$ cat src/source/sq_defs.svh
`ifndef SQ_DEFS_SVH
`define SQ_DEFS_SVH

// store queue entries
// any power of two works
`define SQ_SIZE 8

// reorder buffer entries
`define ROB_SIZE 32

// rob index width, shared by both packages
`define ROB_IDX_W ($clog2(`ROB_SIZE))

// doublewords held by the data array
`define DC_LINES 16

`endif

$ cat src/source/mem_pkg.sv
`default_nettype none
`include "sq_defs.svh"

package mem_pkg;

  // byte address, only low bits reach the array
  typedef logic [31:0] addr_t;

  typedef enum logic [1:0] {
    MEM_BYTE   = 2'd0,
    MEM_HALF   = 2'd1,
    MEM_WORD   = 2'd2,
    MEM_DOUBLE = 2'd3
  } mem_size_e;

  typedef enum logic {
    MEM_LOAD  = 1'b0,
    MEM_STORE = 1'b1
  } mem_cmd_e;

  // one doubleword, seen at four granularities
  typedef union packed {
    logic [7:0][7:0]  byte_level;
    logic [3:0][15:0] half_level;
    logic [1:0][31:0] word_level;
    logic [63:0]      dbbl_level;
  } mem_block_u;

  // request from queue head to the cache port
  typedef struct packed {
    addr_t                  addr;
    mem_size_e              size;
    mem_cmd_e               cmd;
    mem_block_u             data;
    logic [`ROB_IDX_W-1:0]  rob_idx;
  } store_req_t;

  // byte lanes touched by an aligned access
  function automatic logic [7:0] lane_mask(addr_t addr, mem_size_e size);
    logic [7:0] base;
    case (size)
      MEM_BYTE: base = 8'h01;
      MEM_HALF: base = 8'h03;
      MEM_WORD: base = 8'h0f;
      default:  base = 8'hff;
    endcase
    return base << addr[2:0];
  endfunction

  // zero every lane outside the mask
  function automatic mem_block_u mask_block(mem_block_u blk, logic [7:0] mask);
    mem_block_u res;
    res.dbbl_level = '0;
    for (int j = 0; j < 8; j++) begin
      if (mask[j]) begin
        res.byte_level[j] = blk.byte_level[j];
      end
    end
    return res;
  endfunction

endpackage

`default_nettype wire

$ cat src/source/core_pkg.sv
`default_nettype none
`include "sq_defs.svh"

package core_pkg;

  typedef logic [`ROB_IDX_W-1:0] rob_idx_t;

  // queue slot pointer and occupancy count
  typedef logic [$clog2(`SQ_SIZE)-1:0]   sq_ptr_t;
  typedef logic [$clog2(`SQ_SIZE+1)-1:0] sq_cnt_t;

  // one store queue slot
  typedef struct packed {
    logic                valid;
    logic                addr_valid;
    mem_pkg::addr_t      addr;
    mem_pkg::mem_size_e  size;
    rob_idx_t            rob_idx;
    logic                data_valid;
    mem_pkg::mem_block_u data;
    // rob head reached it with data present
    logic                committed;
    // already handed to the cache port
    logic                issued;
  } sq_entry_t;

  // load search result
  typedef struct packed {
    logic                hit;
    logic                pending;
    mem_pkg::mem_block_u data;
  } fwd_result_t;

endpackage

`default_nettype wire

$ cat src/source/dcache_store_port.sv
`timescale 1ns/10ps
`default_nettype none
`include "sq_defs.svh"

module dcache_store_port (
  input  wire                       clock,
  input  wire                       reset,
  input  wire                       dc_req_valid_i,
  input  wire mem_pkg::store_req_t  dc_req_i,
  input  wire mem_pkg::addr_t       load_addr_i,
  input  wire mem_pkg::mem_size_e   load_size_i,
  output logic                      dc_req_accept_o,
  output logic                      dc_store_valid_o,
  output core_pkg::rob_idx_t        dc_store_rob_idx_o,
  output mem_pkg::mem_block_u       load_block_o
);
  import core_pkg::*;
  import mem_pkg::*;

  localparam int LINE_W = $clog2(`DC_LINES);

  // direct mapped, always hits
  mem_block_u        data_array [`DC_LINES];
  logic              busy;
  logic              take;
  logic [7:0]        st_mask;
  logic [LINE_W-1:0] st_line;
  logic [LINE_W-1:0] ld_line;
  rob_idx_t          busy_idx;

  // ========================================
  // store side
  // ========================================
  assign dc_req_accept_o = !busy;
  assign take            = dc_req_valid_i && dc_req_accept_o;
  assign st_mask         = lane_mask(dc_req_i.addr, dc_req_i.size);
  assign st_line         = dc_req_i.addr[3 +: LINE_W];

  // busy the cycle after accept, done one cycle later
  always_ff @(posedge clock) begin
    if (reset) begin
      busy             <= 1'b0;
      dc_store_valid_o <= 1'b0;
    end else begin
      busy             <= take;
      dc_store_valid_o <= busy;
    end
  end

  // rob index travels with the done pulse
  always_ff @(posedge clock) begin
    if (take) begin
      busy_idx <= dc_req_i.rob_idx;
    end
    if (busy) begin
      dc_store_rob_idx_o <= busy_idx;
    end
  end

  // only the selected byte lanes change
  always_ff @(posedge clock) begin
    if (take && (dc_req_i.cmd == MEM_STORE)) begin
      for (int j = 0; j < 8; j++) begin
        if (st_mask[j]) begin
          data_array[st_line].byte_level[j] <= dc_req_i.data.byte_level[j];
        end
      end
    end
  end

  // ========================================
  // load side, combinational read
  // ========================================
  assign ld_line      = load_addr_i[3 +: LINE_W];
  assign load_block_o = mask_block(data_array[ld_line], lane_mask(load_addr_i, load_size_i));

endmodule

`default_nettype wire

$ cat src/source/sq_checkpoint.sv
`timescale 1ns/10ps
`default_nettype none

module sq_checkpoint (
  input  wire                clock,
  input  wire                reset,
  input  wire                branch_i,
  input  wire                restore_i,
  input  wire core_pkg::sq_ptr_t tail_i,
  output logic               restore_valid_o,
  output core_pkg::sq_ptr_t  restore_tail_o
);

  // a checkpoint is live
  logic held;

  // restore without a checkpoint is dropped here
  assign restore_valid_o = restore_i && held;

  always_ff @(posedge clock) begin
    if (reset) begin
      held <= 1'b0;
    end else if (branch_i) begin
      held <= 1'b1;
    end else if (restore_valid_o) begin
      held <= 1'b0;
    end
  end

  // tail as seen when the branch dispatched
  always_ff @(posedge clock) begin
    if (branch_i) begin
      restore_tail_o <= tail_i;
    end
  end

endmodule

`default_nettype wire

$ cat src/source/store_forward.sv
`timescale 1ns/10ps
`default_nettype none
`include "sq_defs.svh"

module store_forward (
  input  wire                                 load_valid_i,
  input  wire mem_pkg::addr_t                 load_addr_i,
  input  wire mem_pkg::mem_size_e             load_size_i,
  input  wire core_pkg::sq_entry_t [`SQ_SIZE-1:0] entries_i,
  input  wire core_pkg::sq_ptr_t              head_i,
  input  wire core_pkg::sq_cnt_t              count_i,
  output core_pkg::fwd_result_t               fwd_o
);
  import core_pkg::*;
  import mem_pkg::*;

  logic [7:0]                load_mask;
  logic [`SQ_SIZE-1:0][7:0]  st_mask;
  logic [`SQ_SIZE-1:0]       match;
  logic                      found;
  logic                      covers;
  sq_ptr_t                   sel;
  sq_ptr_t                   slot;

  assign load_mask = lane_mask(load_addr_i, load_size_i);

  // ========================================
  // per-slot overlap, age not yet applied
  // ========================================
  always_comb begin
    for (int i = 0; i < `SQ_SIZE; i++) begin
      st_mask[i] = lane_mask(entries_i[i].addr, entries_i[i].size);
      // unknown address counts as a possible alias
      match[i] = entries_i[i].valid &&
                 (!entries_i[i].addr_valid ||
                  ((entries_i[i].addr[31:3] == load_addr_i[31:3]) &&
                   (|(st_mask[i] & load_mask))));
    end
  end

  // ========================================
  // youngest first, tail-1 back to head
  // ========================================
  always_comb begin
    found = 1'b0;
    sel   = head_i;
    slot  = head_i;
    for (int k = 1; k <= `SQ_SIZE; k++) begin
      slot = head_i + sq_ptr_t'(count_i) - sq_ptr_t'(k);
      // only live slots, stop at the first hit
      if (!found && (k <= int'(count_i)) && match[slot]) begin
        found = 1'b1;
        sel   = slot;
      end
    end
  end

  // store must hold every byte the load wants
  assign covers = entries_i[sel].addr_valid && entries_i[sel].data_valid &&
                  ((st_mask[sel] & load_mask) == load_mask);

  always_comb begin
    fwd_o.hit     = load_valid_i && found && covers;
    // partial overlap or data still missing
    fwd_o.pending = load_valid_i && found && !covers;
    fwd_o.data    = mask_block(entries_i[sel].data, load_mask);
  end

endmodule

`default_nettype wire

$ cat src/source/store_queue.sv
`timescale 1ns/10ps
`default_nettype none
`include "sq_defs.svh"

module store_queue (
  input  wire                                 clock,
  input  wire                                 reset,
  // dispatch
  input  wire                                 enq_valid_i,
  input  wire mem_pkg::mem_size_e             enq_size_i,
  input  wire core_pkg::rob_idx_t             enq_rob_idx_i,
  // execute writeback
  input  wire                                 data_valid_i,
  input  wire mem_pkg::addr_t                 data_addr_i,
  input  wire mem_pkg::mem_block_u            data_i,
  input  wire core_pkg::rob_idx_t             data_rob_idx_i,
  input  wire core_pkg::rob_idx_t             rob_head_i,
  // checkpoint
  input  wire                                 restore_valid_i,
  input  wire core_pkg::sq_ptr_t              restore_tail_i,
  // cache port
  input  wire                                 dc_req_accept_i,
  input  wire                                 dc_store_valid_i,
  output logic                                full_o,
  output core_pkg::sq_cnt_t                   free_slots_o,
  output logic                                store_ready_valid_o,
  output core_pkg::rob_idx_t                  store_ready_idx_o,
  output logic                                dc_req_valid_o,
  output mem_pkg::store_req_t                 dc_req_o,
  output core_pkg::sq_ptr_t                   tail_o,
  output core_pkg::sq_entry_t [`SQ_SIZE-1:0]  entries_o,
  output core_pkg::sq_ptr_t                   head_o,
  output core_pkg::sq_cnt_t                   count_o
);
  import core_pkg::*;
  import mem_pkg::*;

  sq_entry_t [`SQ_SIZE-1:0] sq;
  sq_ptr_t                  head;
  sq_ptr_t                  tail;
  sq_cnt_t                  count;

  logic                     do_enq;
  logic                     do_issue;
  logic                     do_free;
  // slots from the saved tail up to the live tail
  sq_ptr_t                  squash_span;
  sq_cnt_t                  squash_n;
  logic [`SQ_SIZE-1:0]      squash_mask;
  logic [`SQ_SIZE-1:0]      commit_mask;

  // ========================================
  // occupancy
  // ========================================
  assign full_o       = (count == sq_cnt_t'(`SQ_SIZE));
  assign free_slots_o = sq_cnt_t'(`SQ_SIZE) - count;

  // restore wins over a same-cycle enqueue
  assign do_enq   = enq_valid_i && !full_o && !restore_valid_i;
  assign do_issue = dc_req_valid_o && dc_req_accept_i;
  // done pulse always belongs to the head
  assign do_free  = dc_store_valid_i;

  assign squash_span = tail - restore_tail_i;
  assign squash_n    = restore_valid_i ? sq_cnt_t'(squash_span) : '0;

  always_comb begin
    for (int i = 0; i < `SQ_SIZE; i++) begin
      // distance from saved tail, wraps in pointer width
      squash_mask[i] = restore_valid_i &&
                       ((sq_ptr_t'(i) - restore_tail_i) < squash_span);
      // rob head points here and data is in
      commit_mask[i] = sq[i].valid && sq[i].data_valid && !sq[i].committed &&
                       (sq[i].rob_idx == rob_head_i);
    end
  end

  // ========================================
  // head request to the cache port
  // ========================================
  // committed implies data present
  assign dc_req_valid_o = (count != '0) && sq[head].valid &&
                          sq[head].committed && !sq[head].issued;

  always_comb begin
    dc_req_o.addr    = sq[head].addr;
    dc_req_o.size    = sq[head].size;
    dc_req_o.cmd     = MEM_STORE;
    dc_req_o.data    = sq[head].data;
    dc_req_o.rob_idx = sq[head].rob_idx;
  end

  // ========================================
  // queue state
  // ========================================
  always_ff @(posedge clock) begin
    if (reset) begin
      head                <= '0;
      tail                <= '0;
      count               <= '0;
      store_ready_valid_o <= 1'b0;
      for (int i = 0; i < `SQ_SIZE; i++) begin
        sq[i].valid      <= 1'b0;
        sq[i].addr_valid <= 1'b0;
        sq[i].data_valid <= 1'b0;
        sq[i].committed  <= 1'b0;
        sq[i].issued     <= 1'b0;
      end
    end else begin
      for (int i = 0; i < `SQ_SIZE; i++) begin
        // address and data arrive together, matched by rob index
        if (data_valid_i && sq[i].valid && (sq[i].rob_idx == data_rob_idx_i)) begin
          sq[i].addr       <= data_addr_i;
          sq[i].addr_valid <= 1'b1;
          sq[i].data       <= data_i;
          sq[i].data_valid <= 1'b1;
        end
        if (commit_mask[i]) begin
          sq[i].committed <= 1'b1;
        end
        // younger than the checkpoint
        if (squash_mask[i]) begin
          sq[i].valid      <= 1'b0;
          sq[i].addr_valid <= 1'b0;
          sq[i].data_valid <= 1'b0;
          sq[i].committed  <= 1'b0;
        end
      end

      // one pulse per committed store
      store_ready_valid_o <= |commit_mask;
      if (|commit_mask) begin
        store_ready_idx_o <= rob_head_i;
      end

      // never request the same head twice
      if (do_issue) begin
        sq[head].issued <= 1'b1;
      end
      if (do_free) begin
        sq[head].valid <= 1'b0;
        head           <= head + 1'b1;
      end

      if (restore_valid_i) begin
        tail <= restore_tail_i;
      end else if (do_enq) begin
        // address and data unknown at dispatch
        sq[tail].valid      <= 1'b1;
        sq[tail].addr_valid <= 1'b0;
        sq[tail].size       <= enq_size_i;
        sq[tail].rob_idx    <= enq_rob_idx_i;
        sq[tail].data_valid <= 1'b0;
        sq[tail].committed  <= 1'b0;
        sq[tail].issued     <= 1'b0;
        tail                <= tail + 1'b1;
      end

      count <= count + sq_cnt_t'(do_enq) - sq_cnt_t'(do_free) - squash_n;
    end
  end

  // view for the checkpoint and the forward search
  assign tail_o    = tail;
  assign head_o    = head;
  assign count_o   = count;
  assign entries_o = sq;

endmodule

`default_nettype wire

$ cat src/source/store_subsystem.sv
`timescale 1ns/10ps
`default_nettype none
`include "sq_defs.svh"

module store_subsystem (
  input  wire                       clock,
  input  wire                       reset,
  input  wire                       enq_valid_i,
  input  wire mem_pkg::mem_size_e   enq_size_i,
  input  wire core_pkg::rob_idx_t   enq_rob_idx_i,
  input  wire                       data_valid_i,
  input  wire mem_pkg::addr_t       data_addr_i,
  input  wire mem_pkg::mem_block_u  data_i,
  input  wire core_pkg::rob_idx_t   data_rob_idx_i,
  input  wire core_pkg::rob_idx_t   rob_head_i,
  input  wire                       branch_i,
  input  wire                       restore_i,
  input  wire                       load_valid_i,
  input  wire mem_pkg::addr_t       load_addr_i,
  input  wire mem_pkg::mem_size_e   load_size_i,
  output logic                      full_o,
  output core_pkg::sq_cnt_t         free_slots_o,
  output logic                      store_ready_valid_o,
  output core_pkg::rob_idx_t        store_ready_idx_o,
  output mem_pkg::mem_block_u       load_data_o,
  output logic                      load_stall_o
);
  import core_pkg::*;
  import mem_pkg::*;

  sq_entry_t [`SQ_SIZE-1:0] entries;
  sq_ptr_t                  head;
  sq_ptr_t                  tail;
  sq_ptr_t                  restore_tail;
  sq_cnt_t                  count;
  logic                     restore_valid;
  logic                     dc_req_valid;
  logic                     dc_req_accept;
  logic                     dc_store_valid;
  store_req_t               dc_req;
  fwd_result_t              fwd;
  mem_block_u               load_block;

  // ========================================
  // queue and checkpoint
  // ========================================
  store_queue u_store_queue (
    .clock               (clock),
    .reset               (reset),
    .enq_valid_i         (enq_valid_i),
    .enq_size_i          (enq_size_i),
    .enq_rob_idx_i       (enq_rob_idx_i),
    .data_valid_i        (data_valid_i),
    .data_addr_i         (data_addr_i),
    .data_i              (data_i),
    .data_rob_idx_i      (data_rob_idx_i),
    .rob_head_i          (rob_head_i),
    .restore_valid_i     (restore_valid),
    .restore_tail_i      (restore_tail),
    .dc_req_accept_i     (dc_req_accept),
    .dc_store_valid_i    (dc_store_valid),
    .full_o              (full_o),
    .free_slots_o        (free_slots_o),
    .store_ready_valid_o (store_ready_valid_o),
    .store_ready_idx_o   (store_ready_idx_o),
    .dc_req_valid_o      (dc_req_valid),
    .dc_req_o            (dc_req),
    .tail_o              (tail),
    .entries_o           (entries),
    .head_o              (head),
    .count_o             (count)
  );

  sq_checkpoint u_sq_checkpoint (
    .clock           (clock),
    .reset           (reset),
    .branch_i        (branch_i),
    .restore_i       (restore_i),
    .tail_i          (tail),
    .restore_valid_o (restore_valid),
    .restore_tail_o  (restore_tail)
  );

  // ========================================
  // load path
  // ========================================
  store_forward u_store_forward (
    .load_valid_i (load_valid_i),
    .load_addr_i  (load_addr_i),
    .load_size_i  (load_size_i),
    .entries_i    (entries),
    .head_i       (head),
    .count_i      (count),
    .fwd_o        (fwd)
  );

  // done index not needed, the head is always the one finishing
  dcache_store_port u_dcache_store_port (
    .clock              (clock),
    .reset              (reset),
    .dc_req_valid_i     (dc_req_valid),
    .dc_req_i           (dc_req),
    .load_addr_i        (load_addr_i),
    .load_size_i        (load_size_i),
    .dc_req_accept_o    (dc_req_accept),
    .dc_store_valid_o   (dc_store_valid),
    .dc_store_rob_idx_o (),
    .load_block_o       (load_block)
  );

  // forwarded lanes win over the array
  assign load_data_o  = fwd.hit ? fwd.data : load_block;
  assign load_stall_o = fwd.pending;

endmodule

`default_nettype wire

$ cat config.mk
export PLATFORM = sky130hd
export DESIGN_NAME = store_subsystem
export DESIGN_NICKNAME = d
export VERILOG_FILES = /design/src/source/mem_pkg.sv /design/src/source/core_pkg.sv /design/src/source/dcache_store_port.sv /design/src/source/sq_checkpoint.sv /design/src/source/store_forward.sv /design/src/source/store_queue.sv /design/src/source/store_subsystem.sv
export VERILOG_INCLUDE_DIRS = /design/src /design/src/source
export SDC_FILE = /design/constraint.sdc
export NUM_CORES = 2
export LEC_CHECK = 0
export BUFFER_PORTS_ARGS = -buffer_cell sky130_fd_sc_hd__buf_2
export CAP_MARGIN = 20
export CORE_ASPECT_RATIO = 0.9
export CORE_MARGIN = 10
export CORE_UTILIZATION = 44
export DETAILED_ROUTE_END_ITERATION = 8
export GPL_TIMING_DRIVEN = 0
export MAX_ROUTING_LAYER = met4
export PLACE_DENSITY = 0.6
export SETUP_SLACK_MARGIN = 0.2
export SYNTH_ARGS = -nofsm -noshare
export SYNTH_HDL_FRONTEND = slang
export SYNTH_SLANG_ARGS = --single-unit
$ cat constraint.sdc
create_clock -name clock -period 17.1 [get_ports clock]
set_input_delay 2.565 -clock clock [delete_from_list [all_inputs] [get_ports clock]]
set_output_delay 2.565 -clock clock [all_outputs]
set_load 0.1 [all_outputs]
==> Word level (Yosys, flattened, before mapping) <==
Memories as Yosys holds them, arrays and structs flattened.
Cells that the tools add are included.
{ "word_totals": {"register_bits": 886, "mem_count": 1, "mem_bits_rw": 1024, "input_bits": 154, "out_inout_bits": 76} }
{ "mem_list": {"columns": ["name", "words", "width", "read_ports", "rd_clocked_by_memory_dff", "write_ports", "line", "source"], "rows": [
  ["u_dcache_store_port.data_array", 16, 64, 1, 0, 1, "dcache_store_port.sv:23", "mem_block_u data_array [`DC_LINES];"]
]} }
{ "classes": {"eq_ne": 46, "n_mux": 215, "addsub": 23, "order_cmp": 29, "reduce_logical": 152, "shift": 10, "n_bitwise": 10} }
{ "ops": {"columns": ["cell", "n"], "rows": [
  ["$bwmux W864", 9],
  ["$mux W864", 6],
  ["$demux W108 S3", 9],
  ["$mux W65", 16],
  ["$bmux W108 S3", 2],
  ["$mux W33", 16],
  ["$mux W108", 3],
  ["$pmux W8 S3", 10],
  ["$eq A29 B29 Y1", 8],
  ["$mux W107", 2],
  ["$mux W8", 17],
  ["$logic_and A1 B1 Y1", 93],
  ["$mux W1", 84],
  ["$eq A5 B5 Y1", 16],
  ["$shl A8 B3 Y8", 10],
  ["$mux W74", 1],
  ["$and A8 B8 Y8", 9],
  ["$mux W72", 1],
  ["$reduce_or A8 Y1", 9],
  ["$mux W67", 1],
  ["$mux W64", 1],
  ["$lt A3 B4 Y1 const B", 11],
  ["$mux W2", 17],
  ["$mux W3", 11],
  ["32 further kinds", 123]
]} }

==> Depth between registers and ports, before layout <==
{ "logic_depth": {"word_depth": 47, "ltp_mapped": 24} }

==> By module <==
A second synthesis with hierarchy kept.
{ "hier_totals": {"cells_unflattened": 5921, "area_unflattened_um2": 88165.8} }
{ "modules_own_cells": {"columns": ["mod", "cells_per_inst", "area_per_inst_um2", "n_inst", "seq_area_each_um2"], "rows": [
  ["dcache_store_port", 1824, 40059.7, 1, 31089.8],
  ["store_queue", 2126, 35227.5, 1, 25914.9],
  ["store_forward", 1892, 11664.9, 1, 0.0],
  ["store_subsystem", 71, 1077.3, 1, 0.0],
  ["sq_checkpoint", 8, 136.4, 1, 110.1]
]} }

==> Least setup slack after synthesis <==
Ideal clock, no wire load.
{ "synth_timing": {"path_kind": "input -> register", "startpoint": "input data_rob_idx_i[0]", "endpoint": "register u_store_queue.sq, in the netlist u_store_queue.entries_o[326], enable pin", "cell_stages": 4, "required_ns": 16.314, "arrival_ns": 12.377, "path_slack_ns": 3.937, "cell_sequence": "buf_1 > xnor2_1 > nand4_1 > nor4_1"} }
{ "synth_lines": {"columns": ["item", "line", "source"], "rows": [
  ["from (decl)", "store_subsystem.sv:14", "input wire core_pkg::rob_idx_t data_rob_idx_i,"],
  ["to (decl)", "store_queue.sv:38", "sq_entry_t [`SQ_SIZE-1:0] sq;"]
]} }

==> results by group <==
Placed design
  – Post-Place Worst Slack: 2.07 ns
  – HPWL Detailed: 230000 um
  – Port-buffer cells: 194
  – RD Place Congestion: between 0.9 and 1

Timing
  – Tightest Pin Transition: 1.35 ns
  – # setup viols final: 0
  – Fin crit share: 0.904
  – Setup TNS: 0 ns
  – Hold Vio Cnt, Final: 0
  – Worst setup margin: 1.64 ns
  – Max Freq: 0.0647 GHz
  – Final Max Tran Viols: 0
  – Worst Skew: 0.0587 ns
  – RSZ-0062 raised after global routing: no
  – Tmin final: roughly 15 ns
  – Slew HR: 0.0972
  – Tightest hold margin: approximately 0.44 ns

Synthesis
  – Synthesized area: 84100 um2
  – Post-Synth XOR/XNOR Area: 0.0347
  – Async set-reset flop share out of synthesis: 0
  – Synth Area in Adders: 0.00521
  – EDFF count, synth: between 1500 and 2000
  – Top_reg_cell synth: edfxtp_1
  – Ys Warns: 0
  – Register area share after synthesis: 0.675
  – Syn Inst Count: 5533
  – Main combinational cell family by area after synthesis: multiplexers
  – Synth cell types: 88
  – Synth Net Count: 5719
  – Synth Area per Inst: 15.2 um2
  – Multiplexer area fraction after synthesis: 0.109
  – Simple-Gate Fraction of Synth Area: 0.0859
  – Post-synthesis register bit count: between 1500 and 2000
  – Compound-Gate Fraction of Synth Area: 0.0702

Clocking
  – Clk buf depth: 3
  – Post-CTS sizing: 0
  – TritonCTS buffer count: 193
  – Sink Count: ~1900
  – CTS H-Tree Depth: 4
  – Reg clk slew, reported paths: 0.06 ns
  – Clock root buffer: clkbuf_16
  – Number of buffers inserted by hold repair at cts: 0
  – Post-CTS setup repair buffer count: 0
  – Clock Latency Late Sink: 0.88 ns
  – TritonCTS clock tree: yes

Outcome
  – Outcome: finished with violations
  – Failing checks: DRC

Cells and area
  – Share of layout cells above drive strength 1: 0.196
  – Layout Utilization: 0.513
  – Area Overhead vs Synth: 16.2%
  – Most frequent cells in the layout: edfxtp_1, nand2_1, mux4_2, clkbuf_1, nor2_1
  – Fin nets: between 6000 and 7000
  – Most common cell after layout, fill and taps aside: edfxtp_1

Routing
  – Pre-Repair DR Iteration Count: 9
  – # DRC: 1
  – Vias per inst: between 6 and 7
  – Post-DR wirelength/cell: 34.5 um
  – WL final: around 310000 um
  – DR iter-0 viols: 9438
  – Routed via count: 56700
  – Final antenna-violating net count: 0

Floorplanning
  – I/O pins: 230
  – Core area: 190000 um2
  – Starting Density: 0.442
  – Die Ht: 435 um
  – Die area: 209000 um2
  – Rows: about 150
  – DIE WIDTH: just under 500 um

Run
  – Total of max-cap violations: 0

Global routing
  – Vias in the first global route: 53700
  – GRT Total Usage: 0.295
  – Initial antenna violation count: 77
  – First-pass GRT wire length: between 400000 and 500000 um
  – Grt ovf: 0
  – Largest net degree at the start of global routing: 17

Setup path
  – CP Class: input port to primary output
  – R2R cell count: 10
  – Worst path arrival time: 12.90 ns
  – Critical Path Fanout Max: 10
  – Worst EP required: between 10 and 15 ns
  – Crit start category: input port
  – CP endpoint kind: primary output

Pwr
  – Peak supply drop: about 100 uV
  – Cell area power density: around 120 nW/um2
  – Post-layout power: 11900 uW
  – Pleak: ~0.032 uW

Min path
  – Worst Hold Class: register to register
  – Hold depth: 0
==> final timing paths <==
path,startpoint,to,slack [ns]
min reg2reg,u_store_queue.tail_o[2],u_sq_checkpoint.restore_tail_o[2],0.44
max reg2reg,u_store_queue.head_o[2],u_dcache_store_port.data_array[0][27],10.94
max,load_addr_i[31],load_data_o[12],1.64
min,u_store_queue.tail_o[2],u_sq_checkpoint.restore_tail_o[2],0.44
==> per-stage QoR <==
stage          instance area [um2]  instances
6_report                     97700       8939
5_1_grt                      97700       8931
4_1_cts                      97400       8882
3_5_place_dp                 91100       8522
3_3_place_gp                 88300       8268
2_1_floorplan                84100       5533
==> critical path: stages <==
cell       delay [ns]
clkbuf_1         0.63
xor2_1           0.14
nor4_1           0.70
nand4_1          0.51
o32a_1           0.55
a2111oi_0        0.32
nor3_1           0.15
a211oi_1         0.94
nor4_1           0.32
a41o_1           0.33
or3_1            0.42
clkbuf_1         0.25
nand3_2          0.18
buf_6            0.18
clkbuf_1         0.91
clkbuf_1         0.83
clkbuf_1         0.64
clkbuf_1         0.64
nand2_1          0.13
nand3_1          0.12
nand3_1          0.09
a21o_1           0.22
mux2i_1          0.51
buf_2            0.55
==> logic make-up after synthesis <==
kind of cell             Yosys count
AND/OR/NAND/NOR                 1584
adder cells (fa/ha/maj)           32
buffers and inverters            427
flip-flops                      1910
XOR/XNOR                         333
AO/OA/AOI/OAI                    773
multiplexers                     474
==> flip-flops by register name, summed over array words and instances (netlist names) <==
name,flops
u_store_queue.head_o,3
u_store_queue.tail_o,3
u_store_queue.store_ready_idx_o,5
u_store_queue.count_o,4
u_dcache_store_port.data_array,1024
u_sq_checkpoint.restore_tail_o,3
u_dcache_store_port.dc_store_valid_o,1
u_dcache_store_port.busy,1
u_store_queue.entries_o,864
u_store_queue.store_ready_valid_o,1
u_sq_checkpoint.held,1
==> power by group <==
part	leakage, uW	switching (uW)	internal, uW
logic	0.0121	1870	697
clock network	0.00305	1880	2340
registers	0.0171	16.2	5100
total	0.0322	3770	8140
==> per-layer routing <==
metal | share of wire | GRT usage | vias to the layer above | wire [um]
met2 | 0.44 | 0.415 | 4000 | 134000
li1 | - | - | 23100 | -
met1 | 0.39 | 0.400 | 28900 | 121000
met5 | 0 | - | - | 0
met4 | 0.051 | 0.131 | 0 | 15900
met3 | 0.12 | 0.0804 | 749 | 37400
==> cells in the mapped netlist, types with 14 or more instances <==
master | count | share of area
edfxtp_1 | 1856 | 0.66
nand2_1 | 690 | 0.031
mux4_2 | 340 | 0.091
clkbuf_1 | 289 | 0.013
nor2_1 | 258 | 0.012
xnor2_1 | 234 | 0.024
nand3_1 | 231 | 0.014
a22oi_1 | 168 | 0.015
xor2_1 | 99 | 0.010
a21oi_1 | 85 | 0.0051
nand4_1 | 83 | 0.0062
mux2i_1 | 75 | 0.0089
and3_1 | 72 | 0.0054
a311o_1 | 66 | 0.0079
nor3_1 | 63 | 0.0037
and2_1 | 62 | 0.0046
a221oi_1 | 59 | 0.0061
buf_1 | 57 | 0.0025
a21o_1 | 54 | 0.0048
dfxtp_1 | 54 | 0.013
a211oi_1 | 52 | 0.0046
o21ai_0 | 50 | 0.0030
nor4_1 | 48 | 0.0036
mux2_2 | 46 | 0.0062
inv_1 | 41 | 0.0018
o21a_1 | 40 | 0.0036
buf_2 | 29 | 0.0017
ha_1 | 27 | 0.0040
nor2b_1 | 27 | 0.0020
o22ai_1 | 25 | 0.0019
or3_1 | 18 | 0.0013
a22o_1 | 17 | 0.0018
o211ai_1 | 14 | 0.0012
==> cell type report <==
cell class,count,area (um2)
diodes,39,97.6
clock inverters,137,1300
plain buffers,383,1530
clock buffers,223,4960
multi-input cells,3196,25700
inverters,44,165
flip-flops and latches,1910,56800
repair buffers,466,3950
well taps,2541,3180
fillers,15800,92700
Power figures use the tool's default switching activity.
